File: config.mk
export PLATFORM = sky130hd
export DESIGN_NAME = flip_flop_execute_memory
export DESIGN_NICKNAME = d
export VERILOG_FILES = /design/src/hdl/rv_pkg.sv /design/src/hdl/flip_flop_execute_memory.sv
export SDC_FILE = /design/constraint.sdc
export NUM_CORES = 1
export LEC_CHECK = 0
export BUFFER_PORTS_ARGS = -buffer_cell sky130_fd_sc_hd__clkbuf_2
export CAP_MARGIN = 20
export CELL_PAD_IN_SITES_DETAIL_PLACEMENT = 0
export CELL_PAD_IN_SITES_GLOBAL_PLACEMENT = 1
export CORE_MARGIN = 2
export CORE_UTILIZATION = 35
export CTS_BUF_LIST = sky130_fd_sc_hd__clkbuf_16
export CTS_CLUSTER_DIAMETER = 100
export DETAILED_ROUTE_END_ITERATION = 8
export PLACE_DENSITY_LB_ADDON = 0.1
export SLEW_MARGIN = 15
export SYNTH_ARGS = -nofsm -noshare
export SYNTH_HDL_FRONTEND = slang
export SYNTH_SLANG_ARGS = --single-unit
File: constraint.sdc
create_clock -name i_clk -period 1.13 [get_ports i_clk]
set_clock_uncertainty 0.15 [all_clocks]
set_input_delay 0.113 -clock i_clk [delete_from_list [all_inputs] [get_ports i_clk]]
set_output_delay 0.113 -clock i_clk [all_outputs]
set_load 0.02 [all_outputs]
File: src/hdl/rv_pkg.sv
package rv_pkg;

	localparam int XLEN       = 32;
	localparam int REG_ADDR_W = 5;

	// ALU operation codes
	localparam int ALU_OP_W = 4;
	localparam logic [ALU_OP_W-1:0] ALU_ADD   = 4'd0;
	localparam logic [ALU_OP_W-1:0] ALU_SUB   = 4'd1;
	localparam logic [ALU_OP_W-1:0] ALU_AND   = 4'd2;
	localparam logic [ALU_OP_W-1:0] ALU_OR    = 4'd3;
	localparam logic [ALU_OP_W-1:0] ALU_XOR   = 4'd4;
	localparam logic [ALU_OP_W-1:0] ALU_SLL   = 4'd5;
	localparam logic [ALU_OP_W-1:0] ALU_SRL   = 4'd6;
	localparam logic [ALU_OP_W-1:0] ALU_SRA   = 4'd7;
	localparam logic [ALU_OP_W-1:0] ALU_SLT   = 4'd8;
	localparam logic [ALU_OP_W-1:0] ALU_SLTU  = 4'd9;
	localparam logic [ALU_OP_W-1:0] ALU_PASSB = 4'd10;

	// Writeback source
	localparam int WB_SEL_W = 2;
	localparam logic [WB_SEL_W-1:0] WB_ALU = 2'd0;
	localparam logic [WB_SEL_W-1:0] WB_MEM = 2'd1;
	localparam logic [WB_SEL_W-1:0] WB_PC4 = 2'd2;

	// Access size, mask-shaped so byte lanes read naturally
	localparam int SIZE_W = 3;
	localparam logic [SIZE_W-1:0] SIZE_BYTE = 3'b001;
	localparam logic [SIZE_W-1:0] SIZE_HALF = 3'b011;
	localparam logic [SIZE_W-1:0] SIZE_WORD = 3'b111;

	// Load extension
	localparam int EXT_W = 3;
	localparam logic [EXT_W-1:0] EXT_SIGNED   = 3'd0;
	localparam logic [EXT_W-1:0] EXT_UNSIGNED = 3'd1;

	// Data RAM, addressed by word over Wishbone
	localparam int DMEM_WORDS  = 256;
	localparam int DMEM_ADDR_W = $clog2(DMEM_WORDS);
	localparam int WB_ADR_W    = XLEN - 2;
	localparam int WB_SEL_LANES = XLEN / 8;

endpackage

File: src/hdl/flip_flop_execute_memory.sv
`timescale 1ns/1ps

module flip_flop_execute_memory (
	input  logic                          i_clk,
	input  logic                          i_reset,
	input  logic                          i_hold,
	input  logic [rv_pkg::XLEN-1:0]       i_pc_execute,
	input  logic [rv_pkg::XLEN-1:0]       i_pc_four_execute,
	input  logic                          i_rd_wren_execute,
	input  logic                          i_insn_vld_execute,
	input  logic                          i_mem_wren_execute,
	input  logic                          i_mem_rden_execute,
	input  logic [rv_pkg::WB_SEL_W-1:0]   i_wb_sel_execute,
	input  logic [rv_pkg::EXT_W-1:0]      i_sl_sel_execute,
	input  logic [rv_pkg::SIZE_W-1:0]     i_bmask_execute,
	input  logic [rv_pkg::XLEN-1:0]       i_alu_data_execute,
	input  logic [rv_pkg::REG_ADDR_W-1:0] i_rd_addr_execute,
	input  logic [rv_pkg::XLEN-1:0]       i_rs2_data_execute,

	output logic [rv_pkg::XLEN-1:0]       o_pc_memory,
	output logic [rv_pkg::XLEN-1:0]       o_pc_four_memory,
	output logic                          o_rd_wren_memory,
	output logic                          o_insn_vld_memory,
	output logic                          o_mem_wren_memory,
	output logic                          o_mem_rden_memory,
	output logic [rv_pkg::WB_SEL_W-1:0]   o_wb_sel_memory,
	output logic [rv_pkg::EXT_W-1:0]      o_sl_sel_memory,
	output logic [rv_pkg::SIZE_W-1:0]     o_bmask_memory,
	output logic [rv_pkg::XLEN-1:0]       o_alu_data_memory,
	output logic [rv_pkg::REG_ADDR_W-1:0] o_rd_addr_memory,
	output logic [rv_pkg::XLEN-1:0]       o_rs2_data_memory
);

	// Hold freezes the whole stage while the bus cycle is outstanding
	always_ff @(posedge i_clk or negedge i_reset) begin
		if (!i_reset) begin
			o_pc_memory       <= '0;
			o_pc_four_memory  <= '0;
			o_rd_wren_memory  <= 1'b0;
			o_insn_vld_memory <= 1'b0;
			o_mem_wren_memory <= 1'b0;
			o_mem_rden_memory <= 1'b0;
			o_wb_sel_memory   <= '0;
			o_sl_sel_memory   <= '0;
			o_bmask_memory    <= '0;
			o_alu_data_memory <= '0;
			o_rd_addr_memory  <= '0;
			o_rs2_data_memory <= '0;
		end else if (!i_hold) begin
			o_pc_memory       <= i_pc_execute;
			o_pc_four_memory  <= i_pc_four_execute;
			o_rd_wren_memory  <= i_rd_wren_execute;
			o_insn_vld_memory <= i_insn_vld_execute;
			o_mem_wren_memory <= i_mem_wren_execute;
			o_mem_rden_memory <= i_mem_rden_execute;
			o_wb_sel_memory   <= i_wb_sel_execute;
			o_sl_sel_memory   <= i_sl_sel_execute;
			o_bmask_memory    <= i_bmask_execute;
			o_alu_data_memory <= i_alu_data_execute;
			o_rd_addr_memory  <= i_rd_addr_execute;
			o_rs2_data_memory <= i_rs2_data_execute;
		end
	end

endmodule

-- Word level (Yosys, flattened, before mapping)
Cells that the tools add are included.
- output and inout bits: 145
- input bits: 148
- word-level logic and storage cells: 12
- register bits after elaboration: 145

-- Logic depth before layout (Yosys ltp)
Gate-level depths: netlist of run 1.
- word-level depth: 0
- depth in mapped cells: 4
- gate-level depth less buffers: 1

-- Least setup slack after synthesis of run 1
Ideal clock, no wire load.
- kind: in2reg
- start point: input port i_hold
- end point: register o_pc_four_memory[11] (netlist name)
- path buffers: 3
- data required time: 855 ps
- arrival: 811 ps
- setup slack: 44 ps
- cell stages on the path: 4
- setup time: 125 ps
- cell sequence: buf_6 -> buf_6 -> buf_6 -> mux2_4
- RTL lines (what ; RTL line ; RTL):
    from (decl) ; flip_flop_execute_memory.sv:6 ; input logic i_hold,
    to (signal assigned) ; flip_flop_execute_memory.sv:51 ; o_pc_four_memory <= i_pc_four_execute;
    to (decl) ; flip_flop_execute_memory.sv:21 ; output logic [rv_pkg::XLEN-1:0] o_pc_four_memory,
No word-level cell between the ends.

-- Worst setup path in the final report of run 1
- start point: register o_pc_memory[25] (netlist name)
- end point: output port o_pc_memory[25] (netlist name)
- RTL lines (what ; RTL line ; RTL):
    from (decl) ; flip_flop_execute_memory.sv:20 ; output logic [rv_pkg::XLEN-1:0] o_pc_memory,
    from (signal assigned) ; flip_flop_execute_memory.sv:50 ; o_pc_memory <= i_pc_execute;
No word-level cell between the ends.

==> flow_summary.yaml, run 1 <==
cells_and_area:
  stdcell_area_sq_um: 10700
  post-route-util_pct: 68.3
  drive_gt1_share_pct: 63.6
  final_nets: 941
  diodes: 0
  syn_to_final_growth_pct: 92.5
sta:
  drv_slew: 0
  fin_crit_sh_pct: 109
  fin_setup_tns_ns: -10.01
  slew_headroom_pct: 78.8
  fin_ws_ns: -0.0963
  holdWs_ns: -0.0437
  rsz0062_at_grt: "true"
  fin_crit_ns: 1.23
  worstMarginPinSlew_ns: 0.318
  max_freq_mhz: 815
  final-hold-violation-count: 13
  setup_violations: 149
logic_synthesis:
  yosysMostFrequentCell: "dfrtp_1"
  syn_nets: 454
  ys_seq_elements: 145
  synthCells: 306
  synth-main-ff-cell: "dfrtp_1"
  syn_avg_cell_area_sq_um: 18.2
  synth_cell_type_count: 5
  syn_area_sq_um: 5570
  synth-edff-count: 0
  yosysTopAreaCell: "dfrtp_1"
  synth_commonest_cells: "dfrtp_1, mux2_2, mux2_4"
  yosys_warnings: 0
  yosys-top-cells-area: "dfrtp_1, mux2_2, mux2_4"
  synth.top_cell.area_share_pct: 65.1
  ys_async_sr_fraction_pct: 100
  ys_seq_area_share_pct: 65.1
placed_design:
  place.gp.congestion: 0.720
  hpwl_um: 10100
  io_buffers: 292
  dpl_cell_area_sq_um: 7360
power:
  finalPower_mw: 15.9
  ir_drop_mv: 0.984
  p_per_area_nw_per_um2: 1480
  power_leakage_nw: 5.17
worst_setup_path:
  path_buf_inv: 1
  critPathKind: "reg2out"
  critical_path.max_stage_delay_ns: 0.41
  start_kind: "flip-flop"
  crit_fanout: 2
  critPathSlowestCell: "dfrtp_1"
  critical_path.top_delay_family: "flip-flops"
  crit_arrival_ns: 0.96
  end_kind: "output port"
  crit_chain: "buf_6"
  worstPathRequired_ns: 0.87
cts:
  cts_root_buffer: "clkbuf_16"
  clk_pin_slew_ns: 0.06
  cts_buffers: 17
  cts_tree: "built"
  clkSinkCount: 145
  ctsHoldBuffers: 147
  clkLatencyLatePin_ns: 0.40
  cts_max_path_buffers: 2
  h-tree-depth: 4
grt:
  overflow: 0
  grt_max_degree: 58
  grt_usage_pct: 17.4
  grt_pass1_vias: 4616
  grt_pass1_wl_um: 22500
  antenna_found_initial: 0
die:
  ios: 293
  die_area_sq_um: 16900
  die_y_um: 130
  row_count: 46
  design.core.area_sq_um: 15700
  dieWidth_um: 130
  initial_core_util_pct: 35.5
route:
  drc_errors: 0
  drtIter0Drc: 105
  vias_per_cell: 4.35
  wl_per_cell_um: 16.1
  drt_wl_total_um: 16500
  num_vias: 4444
  drt-pass1-iter-count: 4
  ant_nets: 0
status:
  violations: "negative hold slack, negative setup slack"
  status: "finished, violations left"
min_path:
  hold_class: "in2async"
job:
  cap_violations: 0
[flip-flops by register name, summed over array words and instances (netlist names)]
signal / cells
o_alu_data_memory: 32
o_bmask_memory: 3
o_insn_vld_memory: 1
o_mem_rden_memory: 1
o_mem_wren_memory: 1
o_pc_four_memory: 32
o_pc_memory: 32
o_rd_addr_memory: 5
o_rd_wren_memory: 1
o_rs2_data_memory: 32
o_sl_sel_memory: 3
o_wb_sel_memory: 2
[logic make-up (layout without fill, tap and decap cells)]
family | after synthesis | after routing | synth area share, %
flip-flops | 145 | 145 | 65.1
buffers and inverters | 16 | 516 | 2.22
multiplexers | 145 | 145 | 32.7
[where the power goes]
group	switching, mW	total (mW)	leakage, nW	internal (mW)
logic	1.52	3.79	3.18	2.28
registers	0.385	6.11	1.70	5.72
clock network	2.12	6.02	0.302	3.90
total	4.02	15.9	5.17	11.9
[repair_timing]
item	CTS	global route
gates resized for setup	60	354
pin swaps	0	0
endpoints found under the setup margin	145	145
hold endpoints to repair	290	13
setup buffers	10	25
[final timing paths]
check | startpoint | to | slack (ns) | depth (start not counted)
max in group asynchronous | i_reset | o_pc_memory[27]$_DFFE_PN0N_ | 0.31 | 3
min in group i_clk | i_hold | o_rs2_data_memory[9]$_DFFE_PN0N_ | 0.08 | 3
hold reg to reg | o_rd_addr_memory[3]$_DFFE_PN0N_ | o_rd_addr_memory[3]$_DFFE_PN0N_ | 0.37 | 1
setup / recovery | o_pc_memory[25]$_DFFE_PN0N_ | o_pc_memory[25] | -0.1 | 1
setup reg to reg | o_pc_four_memory[1]$_DFFE_PN0N_ | o_pc_four_memory[1]$_DFFE_PN0N_ | -0.05 | 3
hold / removal | i_reset | o_rs2_data_memory[21]$_DFFE_PN0N_ | -0.04 | 2
[per-layer routing]
layer | track usage [%] | routed length (um) | up-vias
met4 | 7.72 | 346 | 0
met3 | 5.45 | 1210 | 28
met1 | 19.7 | 6110 | 2188
met2 | 30.1 | 8780 | 184
li1 | - | - | 2044
met5 | 0 | 0 | -
[cell type report]
type | count | area (sq um)
Clock inverter | 15 | 216
Multi-Input combinational cell | 145 | 1820
Sequential cell | 145 | 3630
Timing Repair Buffer | 484 | 4370
Fill cell | 1057 | 4980
Tap cell | 216 | 270
Clock buffer | 17 | 425
[placed cells by master (no fill, tap or decap)]
| master | n |
|---|---|
| buf_12 | 7 |
| buf_4 | 36 |
| buf_6 | 119 |
| buf_8 | 5 |
| bufinv_16 | 5 |
| clkbuf_16 | 17 |
| clkbuf_2 | 145 |
| clkbuf_8 | 25 |
| clkinv_1 | 1 |
| clkinv_2 | 3 |
| clkinv_4 | 2 |
| clkinvlp_4 | 4 |
| dfrtp_1 | 145 |
| dlygate4sd3_1 | 147 |
| mux2_2 | 95 |
| mux2_4 | 50 |
[per-stage QoR]
stage,setup slack [ns],instances,hold WS [ns]
3_5_place_dp,-0.0535,808,-0.187
3_3_place_gp,-0.0241,808,-0.190
6_report,-0.0963,1022,-0.0437
2_1_floorplan,0.0436,306,-0.333
5_1_grt,-0.132,1022,-0.0452
4_1_cts,-0.124,997,-0.0555
No activity file was read; power rests on OpenSTA's default activity.
==> run 2, diff against run 1 <==
--- a/config.mk
+++ b/config.mk
@@ -11,5 +11,5 @@
 export CELL_PAD_IN_SITES_GLOBAL_PLACEMENT = 1
 export CORE_MARGIN = 2
-export CORE_UTILIZATION = 35
+export CORE_UTILIZATION = 38
 export CTS_BUF_LIST = sky130_fd_sc_hd__clkbuf_16
 export CTS_CLUSTER_DIAMETER = 100
==> constraint.sdc (replaced) <==
create_clock -name i_clk -period 1.42 [get_ports i_clk]
set_clock_uncertainty 0.15 [all_clocks]
set_input_delay 0 -clock i_clk [delete_from_list [all_inputs] [get_ports i_clk]]
set_output_delay 0 -clock i_clk [all_outputs]
set_load 0.02 [all_outputs]
==> run 2 against run 1 <==
  * The run ends with negative hold slack left
  * Cell area fell by 13%
  * Power shrank 28%
  * Setup slack improved by 0.25 ns
  * Largest power group unchanged
  * Highest routed layer unchanged
==> flow_summary.yaml, run 2 (same netlist as run 1, synthesis figures left out) <==
sta:
  rsz0062_at_grt: "false"
  setup_violations: 0
  fin_crit_sh_pct: 89.3
  fin_crit_ns: 1.27
  final-hold-violation-count: 43
  fin_setup_tns_ns: 0
  max_freq_mhz: 789
  slew_headroom_pct: 68.8
  holdWs_ns: -0.0680
  drv_slew: 0
  worstMarginPinSlew_ns: 0.469
die:
  row_count: 44
  die_y_um: 125
  initial_core_util_pct: 38.6
  dieWidth_um: 125
  die_area_sq_um: 15700
  ios: 293
  design.core.area_sq_um: 14400
grt:
  grt_pass1_wl_um: 24000
  grt_usage_pct: 19.5
  antenna_found_initial: 0
  overflow: 0
  grt_max_degree: 52
  grt_pass1_vias: 4810
cts:
  clkSinkCount: 145
  cts_setup_buffers: 0
  clk_pin_slew_ns: 0.06
  ctsHoldBuffers: 147
  cts_resized: 0
  cts_buffers: 17
  cts_tree: "built"
  h-tree-depth: 4
  clkLatencyLatePin_ns: 0.41
  cts_max_path_buffers: 2
  cts_root_buffer: "clkbuf_16"
worst_setup_path:
  r2r_start: "o_rs2_data_memory[30]$_DFFE_PN0N_"
  critPathKind: "in2reg"
  ff2ff_path_depth: 1
  crit_fanout: 51
  r2r_setup_slack_ns: 0.48
  start_kind: "input port"
  worstPathRequired_ns: 1.56
  end_kind: "flip-flop"
  worst_r2r_endpoint: "o_rs2_data_memory[30]$_DFFE_PN0N_"
  crit_arrival_ns: 1.41
route:
  drc_errors: 0
  num_vias: 4281
  vias_per_cell: 4.48
  ant_nets: 0
  drt_wl_total_um: 14900
  drt-pass1-iter-count: 4
  wl_per_cell_um: 15.6
  drtIter0Drc: 126
placed_design:
  place_inst: 777
  place.gp.congestion: 0.801
  hpwl_um: 9960
  io_buffers: 292
cells_and_area:
  layout_common_cells: "clkbuf_2, dlygate4sd3_1, dfrtp_1, mux2_2, mux2_4"
  final_common_cell: "clkbuf_2"
  syn_to_final_growth_pct: 67.7
  final_nets: 907
  instances_no_fill: 956
  drive_gt1_share_pct: 61.5
  diodes: 0
power:
  p_per_area_nw_per_um2: 1220
  power_leakage_nw: 4.68
  finalPower_mw: 11.4
  ir_drop_mv: 0.734
status:
  violations: "negative hold slack"
  status: "finished, violations left"
job:
  cap_violations: 0
min_path:
  hold_class: "in2async"
[run 2: cell types whose count changed in the layout (fill, tap and decap cells not counted), sizes merged]
| cell | before | now |
|---|---|---|
| buf | 167 | 13 |
| bufinv | 5 | 3 |
| clkbuf | 187 | 307 |
| clkinv | 6 | 7 |
| clkinvlp | 4 | 2 |
| inv | 0 | 3 |
[run 2: critical path, cell delays in order]
cell and delay (ns):
dlygate4sd3_1 0.54, buf_6 0.18, buf_12 0.28, mux2_2 0.38
[run 2: layout make-up]
| class | instances | area, sq um |
|---|---|---|
| multi-input cells | 145 | 1820 |
| well taps | 184 | 230 |
| flip-flops and latches | 145 | 3630 |
| clock inverters | 15 | 153 |
| fillers | 1104 | 5080 |
| clock buffers | 17 | 425 |
| repair buffers | 450 | 3090 |
[run 2: power breakdown]
part           internal [mW]  leakage, nW  switching, mW
Sequential              4.55         1.70          0.221
Combinational           1.16         2.69           1.15
Clock                   2.72        0.291           1.63
[run 2: per-layer routing]
metal	track usage, %	part of all wire (%)	up-vias
met1	21.6	38	2088
met3	5.73	6.4	33
met2	34.2	52	180
met5	0	0	-
li1	-	-	1980
met4	9.54	3.3	0
[run 2: worst max path at each step]
stage / startpoint / depth (start not counted) / slack [ns] / to
5_1_grt: i_hold / 4 / 0.12 / o_rs2_data_memory[30]$_DFFE_PN0N_
6_report: i_hold / 4 / 0.15 / o_alu_data_memory[7]$_DFFE_PN0N_
3_5_place_dp: i_hold / 3 / 0.30 / o_alu_data_memory[9]$_DFFE_PN0N_
2_1_floorplan: o_alu_data_memory[0]$_DFFE_PN0N_ / 1 / 0.44 / o_alu_data_memory[0]$_DFFE_PN0N_
3_3_place_gp: i_hold / 3 / 0.33 / o_alu_data_memory[11]$_DFFE_PN0N_
4_1_cts: i_hold / 4 / 0.17 / o_rs2_data_memory[2]$_DFFE_PN0N_
[run 2: metrics by stage]
step	hold slack, ns	setup WS (ns)	util [%]	cell area [sq um]
after floorplan	-0.446	0.443	-	5570
after global placement	-0.183	0.328	50.6	7300
after detailed placement	-0.179	0.295	50.6	7300
after CTS	-0.0603	0.170	64.8	9350
after global routing	-0.0380	0.122	64.8	9350
final	-0.0680	0.152	64.8	9350
==> run 3, diff against run 2 <==
CORE_ASPECT_RATIO = 1.4   (was unset)
CTS_CLUSTER_DIAMETER = 30   (was 100)
==> run 3 against run 2 <==
  * The run now ends clean
  * Setup slack worse by 0.055 ns
  * Die area hardly changed
  * Register-to-register slack hardly changed
  * Via count is 0.61% lower
  * Cell area is 0.98% higher
  * Critical path depth stayed put
  * Critical endpoint is now o_pc_memory[22]$_DFFE_PN0N_
  * Highest routed layer unchanged
  * Maximum frequency is 4.1% lower
  * Largest cell class unchanged
  * Worst hold slack better by 0.28 ns
  * Clock power is 6.7% higher
==> flow_summary.yaml, run 3 (same netlist as run 1, synthesis figures left out) <==
status:
  status: "completed"
placed_design:
  dpl_cell_area_sq_um: 7340
  io_buffers: 292
  hpwl_um: 10300
  place.gp.congestion: 0.759
  pre_cts_ws_ns: 0.247
  place_inst: 783
die:
  row_count: 52
  ios: 293
  die_y_um: 147
  die_area_sq_um: 15700
  design.core.area_sq_um: 14400
  dieWidth_um: 106
  initial_core_util_pct: 38.8
cts:
  cts_setup_buffers: 0
  clkLatencyLatePin_ns: 0.40
  cts_buffers: 17
  clk_pin_slew_ns: 0.06
  cts_root_buffer: "clkbuf_16"
  cts_tree: "built"
  clkSinkCount: 145
  cts_max_path_buffers: 2
  h-tree-depth: 4
sta:
  max_freq_mhz: 756
  rsz0062_at_grt: "false"
  slew_headroom_pct: 82.2
  fin_ws_ns: 0.0974
  drv_slew: 0
  fin_crit_sh_pct: 93.1
  fin_setup_tns_ns: 0
  fin_crit_ns: 1.32
  worstMarginPinSlew_ns: 0.268
  setup_violations: 0
  final-hold-violation-count: 0
  holdWs_ns: 0.211
min_path:
  whs_path_depth: 3
  hold_class: "in2reg"
worst_setup_path:
  critPathKind: "in2reg"
  crit_fanout: 19
  end_kind: "flip-flop"
  r2r_setup_slack_ns: 0.49
  crit_arrival_ns: 1.46
  start_kind: "input port"
  worstPathRequired_ns: 1.56
  ff2ff_path_depth: 1
cells_and_area:
  final_nets: 909
  stdcell_area_sq_um: 9440
  layout_common_cells: "clkbuf_2, dlygate4sd3_1, dfrtp_1, mux2_2, mux2_4"
  instances_no_fill: 962
  syn_to_final_growth_pct: 69.4
  post-route-util_pct: 65.6
  final_common_cell: "clkbuf_2"
  diodes: 0
  drive_gt1_share_pct: 61.8
route:
  ant_nets: 0
  num_vias: 4255
  vias_per_cell: 4.42
  drc_errors: 0
  drt_wl_total_um: 15100
  wl_per_cell_um: 15.7
  drtIter0Drc: 60
  drt-pass1-iter-count: 3
power:
  ir_drop_mv: 0.928
  finalPower_mw: 11.7
  power_leakage_nw: 4.70
  p_per_area_nw_per_um2: 1240
grt:
  grt_usage_pct: 19.6
  grt_max_degree: 43
  antenna_found_initial: 0
  overflow: 0
  grt_pass1_vias: 4765
  grt_pass1_wl_um: 23800
job:
  cap_violations: 0
==> run 3: what timing repair did <==
action,4_1_cts,5_1_grt
gates resized for setup,0,3
endpoints found under the setup margin,0,54
hold buffers,148,0
endpoints found under the hold margin,290,0
==> run 3: worst paths after layout <==
kind	start	endpoint
setup / recovery	i_hold	o_pc_memory[22]$_DFFE_PN0N_
hold / removal	i_pc_execute[24]	o_pc_memory[24]$_DFFE_PN0N_
setup reg to reg	o_pc_memory[27]$_DFFE_PN0N_	o_pc_memory[27]$_DFFE_PN0N_
hold reg to reg	o_rs2_data_memory[3]$_DFFE_PN0N_	o_rs2_data_memory[3]$_DFFE_PN0N_
max in group asynchronous	i_reset	o_alu_data_memory[18]$_DFFE_PN0N_
min in group asynchronous	i_reset	o_alu_data_memory[16]$_DFFE_PN0N_
==> run 3: where the power goes <==
group / internal [mW] / switching, mW / total (mW)
combinational: 1.17 / 1.15 / 2.32
sequential: 4.55 / 0.226 / 4.78
clock: 2.93 / 1.71 / 4.64
==> run 3: layout make-up <==
cell class / instances / area, sq um
clock buffer: 17 / 425
clock inverter: 14 / 186
fill: 1066 / 4940
multi-input combinational: 145 / 1820
sequential: 145 / 3630
tap: 189 / 236
timing repair buffer: 452 / 3140
==> run 3: per-layer routing <==
metal | share of wire [%] | up-vias | track usage, %
met5 | 0 | - | 0
met2 | 54 | 192 | 36.5
met4 | 1.7 | 0 | 6.32
met3 | 7.0 | 18 | 5.86
met1 | 37 | 2064 | 20.8
li1 | - | 1981 | -
==> run 3: critical path: stages <==
cell           delay, ns
dlygate4sd3_1       0.55
buf_6               0.26
buf_4               0.30
mux2_4              0.32
