## src/hdl/rv_pkg.sv

```systemverilog
package rv_pkg;

	localparam int XLEN       = 32;
	localparam int REG_ADDR_W = 5;

	// ALU operation codes
	localparam int ALU_OP_W = 4;
	localparam logic [ALU_OP_W-1:0] ALU_ADD   = 4'd0;
	localparam logic [ALU_OP_W-1:0] ALU_SUB   = 4'd1;
	localparam logic [ALU_OP_W-1:0] ALU_AND   = 4'd2;
	localparam logic [ALU_OP_W-1:0] ALU_OR    = 4'd3;
	localparam logic [ALU_OP_W-1:0] ALU_XOR   = 4'd4;
	localparam logic [ALU_OP_W-1:0] ALU_SLL   = 4'd5;
	localparam logic [ALU_OP_W-1:0] ALU_SRL   = 4'd6;
	localparam logic [ALU_OP_W-1:0] ALU_SRA   = 4'd7;
	localparam logic [ALU_OP_W-1:0] ALU_SLT   = 4'd8;
	localparam logic [ALU_OP_W-1:0] ALU_SLTU  = 4'd9;
	localparam logic [ALU_OP_W-1:0] ALU_PASSB = 4'd10;

	// Writeback source
	localparam int WB_SEL_W = 2;
	localparam logic [WB_SEL_W-1:0] WB_ALU = 2'd0;
	localparam logic [WB_SEL_W-1:0] WB_MEM = 2'd1;
	localparam logic [WB_SEL_W-1:0] WB_PC4 = 2'd2;

	// Access size, mask-shaped so byte lanes read naturally
	localparam int SIZE_W = 3;
	localparam logic [SIZE_W-1:0] SIZE_BYTE = 3'b001;
	localparam logic [SIZE_W-1:0] SIZE_HALF = 3'b011;
	localparam logic [SIZE_W-1:0] SIZE_WORD = 3'b111;

	// Load extension
	localparam int EXT_W = 3;
	localparam logic [EXT_W-1:0] EXT_SIGNED   = 3'd0;
	localparam logic [EXT_W-1:0] EXT_UNSIGNED = 3'd1;

	// Data RAM, addressed by word over Wishbone
	localparam int DMEM_WORDS  = 256;
	localparam int DMEM_ADDR_W = $clog2(DMEM_WORDS);
	localparam int WB_ADR_W    = XLEN - 2;
	localparam int WB_SEL_LANES = XLEN / 8;

endpackage

```

## src/hdl/memory_writeback_stage.sv

```systemverilog
`timescale 1ns/1ps

module memory_writeback_stage (
	input  logic                          i_clk,
	input  logic                          i_reset,
	input  logic                          i_stall,
	input  logic                          i_insn_vld,
	input  logic                          i_rd_wren,
	input  logic [rv_pkg::REG_ADDR_W-1:0] i_rd_addr,
	input  logic [rv_pkg::WB_SEL_W-1:0]   i_wb_sel,
	input  logic [rv_pkg::XLEN-1:0]       i_alu_data,
	input  logic [rv_pkg::XLEN-1:0]       i_load_data,
	input  logic [rv_pkg::XLEN-1:0]       i_pc_four,
	output logic                          o_rd_wren,
	output logic [rv_pkg::REG_ADDR_W-1:0] o_rd_addr,
	output logic [rv_pkg::XLEN-1:0]       o_rd_data,
	output logic                          o_retire_vld
);

	import rv_pkg::*;

	logic            take;
	logic [XLEN-1:0] wb_data;

	// A stalled memory stage hands over a bubble
	assign take = i_insn_vld && !i_stall;

	always_comb begin
		case (i_wb_sel)
			WB_MEM:  wb_data = i_load_data;
			WB_PC4:  wb_data = i_pc_four;
			default: wb_data = i_alu_data;
		endcase
	end

	always_ff @(posedge i_clk or negedge i_reset) begin
		if (!i_reset) begin
			o_retire_vld <= 1'b0;
			o_rd_wren    <= 1'b0;
			o_rd_addr    <= '0;
			o_rd_data    <= '0;
		end else begin
			o_retire_vld <= take;
			o_rd_wren    <= take && i_rd_wren;
			o_rd_addr    <= i_rd_addr;
			o_rd_data    <= wb_data;
		end
	end

endmodule

```

## config.mk

```make
export PLATFORM = sky130hd
export DESIGN_NAME = memory_writeback_stage
export DESIGN_NICKNAME = d
export VERILOG_FILES = /design/src/hdl/rv_pkg.sv /design/src/hdl/memory_writeback_stage.sv
export SDC_FILE = /design/constraint.sdc
export NUM_CORES = 1
export LEC_CHECK = 0
export BUFFER_PORTS_ARGS = -buffer_cell sky130_fd_sc_hd__buf_2
export CORE_ASPECT_RATIO = 0.7
export CORE_MARGIN = 2
export CORE_UTILIZATION = 41
export CTS_BUF_LIST = sky130_fd_sc_hd__clkbuf_2
export CTS_CLUSTER_SIZE = 28
export DETAILED_ROUTE_END_ITERATION = 8
export MAX_ROUTING_LAYER = met4
export PLACE_DENSITY = 0.87
export REMOVE_ABC_BUFFERS = 1
export SYNTH_ARGS = -nofsm -noshare
export SYNTH_HDL_FRONTEND = slang
export SYNTH_SLANG_ARGS = --single-unit
```

## constraint.sdc

```tcl
create_clock -name i_clk -period 0.95 [get_ports i_clk]
set_input_delay 0 -clock i_clk [delete_from_list [all_inputs] [get_ports i_clk]]
set_output_delay 0 -clock i_clk [all_outputs]
set_load 0.05 [all_outputs]
```

==> key figures, run 1 <==
Synthesis
  – Warnings from Yosys: 0
  – Sequential area share after synthesis: between 50% and 60%
  – Synth cell types: 12
  – Synthesized area: around 1600 sq um
  – Gate Count Post-Synth: 154
  – Mapped Avg Cell Area: approximately 11 sq um
  – Seq cells post-synth: 39

Clock network
  – CTS root buffer: clkbuf_2
  – Clk buf depth: 2
  – CTS Buf Count: 5
  – Cts hold-fix bufs: ~100
  – Post-CTS setup buffers: 0
  – H-tree depth: 2
  – Post_cts resized: 78
  – Clock sinks: 39

Placement
  – Hpwl dp: between 3000 and 4000 um
  – I/O Buffers: 146
  – Final GP Congestion: roughly 0.70
  – Placed cell areas: ~2400 sq um

Status
  – Tool Error: [ERROR RSZ-0060] Max buffer count reached.
  – Last stage reached: 4_1_cts
  – Status: did not finish

Floorplanning
  – Site row count: 19
  – Starting Density: between 40% and 50%
  – Die height: about 57 um
  – # IOs: 147
  – Chip width: around 80 um
[cell families after synthesis]
group	after synthesis	share of synthesized area, %
AOI/OAI and AO/OA	64	24.5
DFF	39	59.8
and+or+nand+nor	34	8.12
buffers and inverters	15	6.05
adders and majority gates	2	1.53
[through the flow]
step           worst slack, ps  instances  utilization, %  hold WS, ps
3_3_place_gp              -149        343            62.4        -19.1
2_1_floorplan             -604        141               -         -296
3_5_place_dp              -252        343            62.4        -9.43
[Yosys cell counts]
master    n  area [sq um]
o21ai_1  30           150
a22oi_1  32           240
buf_6     3          33.8
ha_1      2          25.0
dfrtp_1  39           976
inv_1     2          7.51
o21ai_0   2          10.0
nand2_1  32           120
nor2b_1   1          6.26
buf_4     3          22.5
and2_1    1          6.26
buf_2     7          35.0
==> inputs of run 2 (changes only) <==
Settings changed: CORE_ASPECT_RATIO 0.7 to not set, CORE_UTILIZATION 41 to 40, CTS_BUF_LIST sky130_fd_sc_hd__clkbuf_2 to not set, CTS_CLUSTER_SIZE 28 to not set, MAX_ROUTING_LAYER met4 to not set, PLACE_DENSITY 0.87 to not set, PLACE_DENSITY_LB_ADDON set to 0.15.
==> run 2 against run 1 <==
The run now ends clean. Synthesized cell count stayed put. Synthesized area stayed put.
==> key figures, run 2 <==
STA
  – Total negative setup slack: 0 ps
  – Slew Limit Fails: 0
  – Setup ws final: 78.7 ps
  – Hold_ws: 4.92 ps
  – Slew @ Worst Pin: 383 ps
  – Tcrit/Tclk final: between 90% and 100%
  – Slew Limit Headroom: between 70 and 80%
  – Final setup viols: 0
  – Fmax: ~1100 MHz
  – Fin crit period: around 870 ps
  – RSZ-0062 raised after global routing: false
  – Fin. Hold Viols: 0

Drt
  – Routed length on met1: roughly 1800 um
  – Via density per instance: ~4.8
  – First-pass iteration count of the detailed router: 4
  – Routed Antenna Nets: 0
  – Routed wire per std cell: 13.4 um
  – DR WL met2: roughly 3000 um
  – Initial drt markers: 83
  – Max Used Layer: met4
  – DR WL met3: 470 um
  – Via count: ~1,900
  – DRC errors left: 0
  – WL final: 5390 um

Worst setup path
  – CP Depth: 1
  – CP required: about 950 ps
  – Startpoint Class: flop
  – Setup CP Type: flop to output port
  – CP arrival: 870 ps
  – Slowest library cell on the worst path: dfrtp_1
  – CP top delay family: flip-flops
  – Largest stage delay on the critical path: 340 ps
  – CP Max Fanout: 1
  – CP Buf/Inv Count: 1
  – CP cell instances: buf_2
  – CP endpoint kind: output port

Placement
  – Dpl cells: 342 (was 343)
  – Hpwl dp: 3330 um (was 3480 um)
  – Worst slack, placed: -248 ps (was -252 ps)
  – Final GP Congestion: 0.784 (was 0.695)
  – I/O Buffers: 146 (unchanged)

Clock network
  – H-tree depth: 2 (unchanged)
  – Clock sinks: 39 (unchanged)
  – CTS root buffer: clkbuf_8 (was clkbuf_2)
  – CTS Buf Count: 5 (unchanged)
  – Clk buf depth: 2 (unchanged)
  – Clock slew at reported path FFs: roughly 70 ps
  – CTS tree: yes

Power and ir drop
  – P per Cell Area: about 1500 nW/um^2
  – P_sw: ~1.6 mW
  – Lkg Pwr: roughly 1.6 nW
  – Logic pwr share: ~34%
  – Clock power share: about a quarter
  – Int Pwr: a little over 3 mW
  – Switching share of power: 34.0%
  – Max VDD drop: around 0.90 mV
  – Flop pwr share: 40.1%

Finish
  – Area Overhead vs Synth: 87.0%
  – Nets: 462
  – Most common cell after layout, fill and taps aside: buf_2
  – Biggest register: o_rd_data
  – Top Registers: o_rd_data: 32 flops, o_rd_addr: 5 flops
  – Filler instances: between 200 and 300
  – Most frequent cells in the layout: 146 x buf_2, 53 x dlygate4sd3_1, 39 x dfrtp_1, 32 x a22oi_1, 32 x nand2_1
  – Antenna cell count: 0
  – Finished Layout Cells: 403
  – Max FFs per register: 32
  – Share of layout cells above drive strength 1: ~45%
  – Final core utilization: between 70% and 80%

Synthesis
  – Ys flop type: dfrtp_1 (unchanged)
  – Seq cells post-synth: 39 (unchanged)
  – Synth cell types: 12 (unchanged)
  – Post-synth EDFFs: 0 (unchanged)
  – Mapped Avg Cell Area: 10.6 sq um (unchanged)
  – Synthesized area: 1630 sq um (unchanged)
  – Top cells by instance count after synthesis: 39 x dfrtp_1, 32 x a22oi_1, 32 x nand2_1 (unchanged)
  – Synth area leaders: dfrtp_1 60%, a22oi_1 15%, o21ai_1 9.2%, nand2_1 7.4%, buf_2 2.1% (unchanged)
  – Synth top area share: 59.8% (unchanged)
  – Most frequent cell after synthesis: dfrtp_1 (unchanged)
  – Warnings from Yosys: 0 (unchanged)
  – Sequential area share after synthesis: 59.8% (unchanged)
  – Gate Count Post-Synth: 154 (unchanged)
  – Post-synth top area cell: dfrtp_1 (unchanged)
  – Post-synth ARST share: 100% (unchanged)

Floorplanning
  – Chip width: 67.9 um (was 79.4 um)
  – Starting Density: 41.1% (was 42.1%)
  – Die footprint: around 4600 sq um
  – Core footprint: ~4000 sq um
  – Die height: 67.9 um (was 56.8 um)
  – # IOs: 147 (unchanged)
  – Site row count: 23 (was 19)

Global routing
  – Largest net degree at the start of global routing: 40
  – Vias in the first global route: between 1,500 and 2,000
  – Gr ovfl total: 0
  – Initial antenna violation count: 0
  – First-pass GRT wire length: roughly 8000 um
  – GRT Total Usage: a little under a quarter

Status
  – Status: finished clean (was did not finish)

Run
  – Maxcap violations: 0

Worst hold path
  – Worst hold stages: 3
  – HP Class: input port to flop
## run 2: cell counts after synthesis
No cell type changed its count.
## run 2: per-layer routing
layer / up-vias / global-route usage [%]
li1: 942 / -
met1: 875 / 22.3
met2: 90 / 46.4
met3: 8 / 6.41
met4: 0 / 8.00
met5: - / 0
## run 2: cell type report
type,count,area (sq um),area share [%]
Tap cell,50,62.6,2.05
Inverter,2,7.51,0.246
Timing Repair Buffer,204,1340,43.8
Sequential cell,39,976,32.0
Clock buffer,8,100,3.28
Multi-Input combinational cell,100,571,18.7
## run 2: worst paths after layout
kind	from	end	slack, ps
max	o_rd_data[28]	o_rd_data[28]	80
min	i_pc_four[18]	o_rd_data[18]	5
max in group asynchronous	i_reset	o_rd_data[8]	520
min in group asynchronous	i_reset	o_rd_data[7]	240
## run 2: what timing repair did
action | CTS | global route
buffers inserted | 0 | 0
hold buffers | 53 | 0
endpoints found under the hold margin | 78 | 0
resized for setup | 0 | 1
setup endpoints to repair | 0 | 14
## run 2: power by group through the flow
stage / clock [mW] / combinational (mW) / sequential (mW)
floorplan: 0 / 0.257 / 2.50
global route: 1.27 / 1.70 / 1.87
CTS: 1.22 / 1.58 / 1.86
global placement: 0 / 1.40 / 1.88
finish: 1.18 / 1.59 / 1.85
detailed placement: 0 / 1.41 / 1.89
## run 2: logic make-up after synthesis
logic type	synth area share (%)
fa+ha+maj	1.53
compound gates	24.5
flops	59.8
simple gates	8.12
buf+inv	6.05
## run 2: through the flow
step                power, mW  area, sq um
finish                   4.63         3050
detailed placement       3.30         2410
CTS                      4.66         3040
global placement         3.28         2410
floorplan                2.76         1540
global route             4.84         3050
Note: power is estimated with default switching activity, not from simulation.
==> inputs of run 3 (changes only) <==
Settings changed: CTS_BUF_LIST set to sky130_fd_sc_hd__clkbuf_8, RECOVER_POWER set to 50, SETUP_SLACK_MARGIN set to 0.2.
==> run 3 against run 2 <==
The run now ends with hold timing left. Sequential share of layout area down 2.5 points. Design area grew 8.6%. Utilization rose by 6.6 points. Die area stayed put. Setup slack better by 35 ps. Sequential power grew 3%. Critical endpoint is now o_rd_addr[0].
==> key figures, run 3 (synthesis gave the netlist of run 2 again) <==
Finish
  – Top Registers: o_rd_data: 32 flops, o_rd_addr: 5 flops (unchanged)
  – Finished Layout Cells: 402 (was 403)
  – Biggest register: o_rd_data (unchanged)
  – Most frequent cells in the layout: 107 x buf_2, 51 x dlygate4sd3_1, 39 x dfrtp_1, 39 x buf_6, 32 x nand2_1 (was 146 x buf_2, 53 x dlygate4sd3_1, 39 x dfrtp_1, 32 x a22oi_1, 32 x nand2_1)
  – Nets: 461 (was 462)
  – Most common cell after layout, fill and taps aside: buf_2 (unchanged)
  – Area Overhead vs Synth: 103% (was 87.0%)
  – Antenna cell count: 0 (unchanged)
  – Post-route cell area: 3320 sq um (was 3050 sq um)
  – Max FFs per register: 32 (unchanged)
  – Share of layout cells above drive strength 1: 47.4% (was 45.0%)

Drt
  – Via density per instance: 4.88 (was 4.75)
  – Routed Antenna Nets: 0 (unchanged)
  – Via count: 1,963 (was 1,915)
  – WL final: 5870 um (was 5390 um)
  – Routed wire per std cell: 14.6 um (was 13.4 um)
  – First-pass iteration count of the detailed router: 4 (unchanged)
  – Initial drt markers: 87 (was 83)
  – DRC errors left: 0 (unchanged)

Clock network
  – CTS root buffer: clkbuf_8 (unchanged)
  – Clk buf depth: 2 (unchanged)
  – H-tree depth: 2 (unchanged)
  – Cts hold-fix bufs: 52 (was 53)
  – CTS tree: yes (unchanged)
  – Clock slew at reported path FFs: 70 ps (about the same)
  – CTS Buf Count: 5 (unchanged)
  – Clock sinks: 39 (unchanged)

Placement
  – I/O Buffers: 146 (unchanged)
  – Final GP Congestion: 0.784 (unchanged)
  – Worst slack, placed: -248 ps (unchanged)
  – Hpwl dp: 3330 um (unchanged)
  – Placed cell areas: 2410 sq um (unchanged)
  – Dpl cells: 342 (unchanged)

STA
  – Total negative setup slack: 0 ps (unchanged)
  – Fmax: 1200 MHz (was 1150 MHz)
  – Fin crit period: 836 ps (was 871 ps)
  – Setup ws final: 114 ps (was 78.7 ps)
  – Slew Limit Fails: 0 (unchanged)
  – Slew Limit Headroom: 64.7% (was 74.5%)
  – Slew @ Worst Pin: 529 ps (was 383 ps)
  – Final setup viols: 0 (unchanged)
  – Hold_ws: -17.1 ps (was 4.92 ps)
  – Fin. Hold Viols: 1 (was 0)
  – RSZ-0062 raised after global routing: true (was false)
  – Tcrit/Tclk final: 88.0% (was 91.7%)

Worst setup path
  – CP Depth: 1 (unchanged)
  – Largest stage delay on the critical path: 400 ps (was 340 ps)
  – CP top delay family: flip-flops (unchanged)
  – CP arrival: 840 ps (was 870 ps)
  – CP Buf/Inv Count: 1 (unchanged)
  – CP endpoint kind: output port (unchanged)
  – Slowest library cell on the worst path: dfrtp_1 (unchanged)
  – CP required: 950 ps (about the same)
  – CP cell instances: buf_6 (was buf_2)
  – CP Max Fanout: 1 (unchanged)
  – Startpoint Class: flop (unchanged)
  – Setup CP Type: flop to output port (unchanged)

Global routing
  – Vias in the first global route: 1,953 (was 1,942)
  – Largest net degree at the start of global routing: 40 (unchanged)
  – Gr ovfl total: 0 (unchanged)
  – Initial antenna violation count: 0 (unchanged)
  – First-pass GRT wire length: 8440 um (was 8000 um)
  – GRT Total Usage: 24.6% (was 23.2%)

Run
  – Maxcap violations: 0 (unchanged)

Floorplanning
  – Die footprint: 4610 sq um (unchanged)
  – Die height: 67.9 um (unchanged)
  – Site row count: 23 (unchanged)
  – Starting Density: 41.1% (unchanged)
  – # IOs: 147 (unchanged)
  – Core footprint: 3970 sq um (unchanged)
  – Chip width: 67.9 um (unchanged)

Worst hold path
  – HP Class: input port to flop (unchanged)
  – Worst hold stages: 2 (was 3)

Power and ir drop
  – Max VDD drop: 0.915 mV (was 0.902 mV)
  – Lkg Pwr: 1.66 nW (was 1.59 nW)
  – P per Cell Area: 1470 nW/um^2 (was 1520 nW/um^2)

Status
  – Status: finished with violations (was finished clean)
  – Failing checks: hold timing
-- run 3: changes by cell type in the layout (fill, tap and decap cells not counted), sizes merged --
| cell | delta |
|---|---|
| buf | -1 |
| dlygate4sd3 | -2 |
| dlymetal6s4s | +1 |
| inv | +1 |
-- run 3: through the flow --
step | utilization [%] | power (mW)
2_1_floorplan | - | 2.76
3_3_place_gp | 60.7 | 3.28
3_5_place_dp | 60.7 | 3.30
4_1_cts | 82.8 | 4.90
5_1_grt | 83.5 | 5.09
6_report | 83.5 | 4.89
-- run 3: layer usage --
metal  GRT usage, %  share of wire, %  up-vias
met5              0                 0        -
met4           7.75               1.6        0
met3           7.07               9.0        8
met2           48.2                57      104
met1           24.7                33      911
li1               -                 -      940
-- run 3: worst paths after layout --
kind / from / end
min in group asynchronous: i_reset / o_rd_data[24]
hold / removal: i_insn_vld / o_retire_vld
setup / recovery: o_rd_addr[0] / o_rd_addr[0]
max in group asynchronous: i_reset / o_rd_data[22]
-- run 3: where the power goes --
part / switching, mW / internal (mW)
combinational: 1.04 / 0.774
clock: 0.522 / 0.651
sequential: 0.0768 / 1.82
-- run 3: final cells by class --
type | instances | area, sq um
repair buffers | 203 | 1560
multi-input cells | 100 | 611
clock buffers | 7 | 96.3
flip-flops and latches | 39 | 976
inverters | 2 | 7.51
fillers | 240 | 654
clock inverters | 1 | 3.75
well taps | 50 | 62.6
-- run 3: timing repair --
| item | CTS | global route |
|---|---|---|
| endpoints found under the hold margin | 78 | 1 |
| gates resized for setup | 79 | 10 |
| pin swaps | 0 | 2 |
| setup buffers | 0 | 0 |
| endpoints found under the setup margin | 71 | 48 |
==> inputs of run 4 (changes only) <==
Settings changed: CORE_MARGIN 2 to not set.
==> run 4 against run 3 <==
The flow now finishes without violations. Sequential power about the same. Setup slack improved by 9.6 ps. Die area decreased by 5.8%. Largest cell class unchanged.
==> key figures, run 4 (synthesis gave the netlist of run 2 again) <==
Power and ir drop
  – Clock power share: 21.6% (was 24.0%)
  – Logic pwr share: 38.4% (was 37.1%)
  – P per Cell Area: 1440 nW/um^2 (was 1470 nW/um^2)
  – Power, Total: 4.75 mW (was 4.89 mW)
  – P_sw: 1.65 mW (was 1.64 mW)
  – Max VDD drop: 0.884 mV (was 0.915 mV)
  – Flop pwr share: 40.0% (was 38.9%)
  – Int Pwr: 3.10 mW (was 3.25 mW)
  – Switching share of power: 34.8% (was 33.5%)
  – Lkg Pwr: 1.65 nW (was 1.66 nW)

Floorplanning
  – # IOs: 147 (unchanged)
  – Die footprint: 4340 sq um (was 4610 sq um)
  – Die height: 65.9 um (was 67.9 um)
  – Starting Density: 43.0% (was 41.1%)
  – Chip width: 65.9 um (was 67.9 um)
  – Core footprint: 3800 sq um (was 3970 sq um)
  – Site row count: 22 (was 23)

STA
  – Fin crit period: 827 ps (was 836 ps)
  – Slew Limit Headroom: 64.8% (was 64.7%)
  – Fmax: 1210 MHz (was 1200 MHz)
  – RSZ-0062 raised after global routing: true (unchanged)
  – Total negative setup slack: 0 ps (unchanged)
  – Fin. Hold Viols: 0 (was 1)
  – Final setup viols: 0 (unchanged)
  – Tcrit/Tclk final: 87.0% (was 88.0%)
  – Slew @ Worst Pin: 529 ps (about the same)
  – Slew Limit Fails: 0 (unchanged)

Worst hold path
  – Worst hold stages: 3 (was 2)
  – Hold Startpoint: i_pc_four[2] (was i_insn_vld)
  – HP Class: input port to flop (unchanged)
  – Hold endpoint: o_rd_data[2] (was o_retire_vld)

Placement
  – Hpwl dp: 3340 um (was 3330 um)
  – Dpl cells: 339 (was 342)
  – I/O Buffers: 146 (unchanged)
  – Final GP Congestion: 0.697 (was 0.784)

Drt
  – DRC errors left: 0 (unchanged)
  – First-pass iteration count of the detailed router: 5 (was 4)
  – Routed Antenna Nets: 0 (unchanged)
  – Initial drt markers: 56 (was 87)
  – WL final: 6000 um (was 5870 um)
  – Via density per instance: 5.06 (was 4.88)
  – Via count: 2,024 (was 1,963)
  – Routed wire per std cell: 15.0 um (was 14.6 um)

Finish
  – Share of layout cells above drive strength 1: 46.9% (was 47.4%)
  – Nets: 461 (unchanged)
  – Biggest register: o_rd_data (unchanged)
  – Most frequent cells in the layout: 107 x buf_2, 53 x dlygate4sd3_1, 39 x dfrtp_1, 39 x buf_6, 32 x nand2_1 (was 107 x buf_2, 51 x dlygate4sd3_1, 39 x dfrtp_1, 39 x buf_6, 32 x nand2_1)
  – Max FFs per register: 32 (unchanged)
  – Antenna cell count: 0 (unchanged)
  – Finished Layout Cells: 400 (was 402)
  – Final core utilization: 87.1% (was 83.5%)
  – Area Overhead vs Synth: 103% (about the same)
  – Most common cell after layout, fill and taps aside: buf_2 (unchanged)
  – Top Registers: o_rd_data: 32 flops, o_rd_addr: 5 flops (unchanged)

Run
  – Maxcap violations: 0 (unchanged)

Clock network
  – CTS Buf Count: 5 (unchanged)
  – CTS root buffer: clkbuf_8 (unchanged)
  – Clk buf depth: 2 (unchanged)
  – Post-CTS setup buffers: 0 (unchanged)
  – Clock slew at reported path FFs: 70 ps (about the same)
  – CTS tree: yes (unchanged)
  – Clock sinks: 39 (unchanged)
  – H-tree depth: 2 (unchanged)

Worst setup path
  – CP Buf/Inv Count: 1 (unchanged)
  – Slowest library cell on the worst path: dfrtp_1 (unchanged)
  – CP endpoint kind: output port (unchanged)
  – CP arrival: 830 ps (was 840 ps)
  – CP top delay family: flip-flops (unchanged)
  – CP Max Fanout: 1 (unchanged)
  – CP cell instances: buf_6 (unchanged)
  – CP required: 950 ps (about the same)
  – Startpoint Class: flop (unchanged)
  – Largest stage delay on the critical path: 390 ps (was 400 ps)
  – Setup CP Type: flop to output port (unchanged)

Global routing
  – Largest net degree at the start of global routing: 40 (unchanged)
  – Initial antenna violation count: 0 (unchanged)
  – Gr ovfl total: 0 (unchanged)
  – Vias in the first global route: 2,013 (was 1,953)
  – First-pass GRT wire length: 8830 um (was 8440 um)
  – GRT Total Usage: 27.3% (was 24.6%)

Status
  – Status: finished clean (was finished with violations)
## run 4: power groups by stage
stage / registers (mW) / clock network [mW] / logic [mW]
2_1_floorplan: 2.50 / 0 / 0.257
3_3_place_gp: 1.88 / 0 / 1.40
3_5_place_dp: 1.89 / 0 / 1.41
4_1_cts: 1.90 / 1.05 / 1.79
5_1_grt: 1.91 / 1.12 / 1.92
6_report: 1.90 / 1.03 / 1.82
## run 4: what timing repair did
action,CTS,global route
endpoints found under the setup margin,71,48
resized for setup,79,8
pin swaps,0,2
endpoints found under the hold margin,78,0
hold buffers,53,0
## run 4: stage by stage
| step | cell area [sq um] | setup slack (ps) | hold WS (ps) |
|---|---|---|---|
| 2_1_floorplan | 1540 | -604 | -296 |
| 3_3_place_gp | 2410 | -177 | -16.5 |
| 3_5_place_dp | 2410 | -177 | -16.0 |
| 4_1_cts | 3280 | 109 | 0.667 |
| 5_1_grt | 3310 | 97.4 | 6.49 |
| 6_report | 3310 | 123 | 14.4 |
## run 4: area by class of cell
type,count,area (sq um)
Clock inverter,3,12.5
Clock buffer,5,68.8
Timing Repair Buffer,203,1570
Fill cell,192,490
Sequential cell,39,976
Inverter,2,7.51
Multi-Input combinational cell,100,611
Tap cell,48,60.1
## run 4: worst max-delay path by stage
stage               slack [ps]  depth (start not counted)          start            end
finish                     120                          1  o_rd_data[25]  o_rd_data[25]
global placement          -180                          5    i_wb_sel[0]  o_rd_data[23]
global route               100                          1  o_rd_data[14]  o_rd_data[14]
detailed placement        -180                          5    i_wb_sel[0]  o_rd_data[23]
CTS                        110                          1   o_rd_addr[4]   o_rd_addr[4]
floorplan                 -600                          3    i_wb_sel[0]  o_rd_data[29]
## run 4: routing by layer
| metal | routed length, um | up-vias | GRT usage (%) |
|---|---|---|---|
| met5 | 0 | - | 0 |
| met4 | 209 | 0 | 14.9 |
| met3 | 561 | 20 | 8.28 |
| met2 | 3140 | 131 | 48.7 |
| met1 | 2090 | 933 | 28.2 |
| li1 | - | 940 | - |
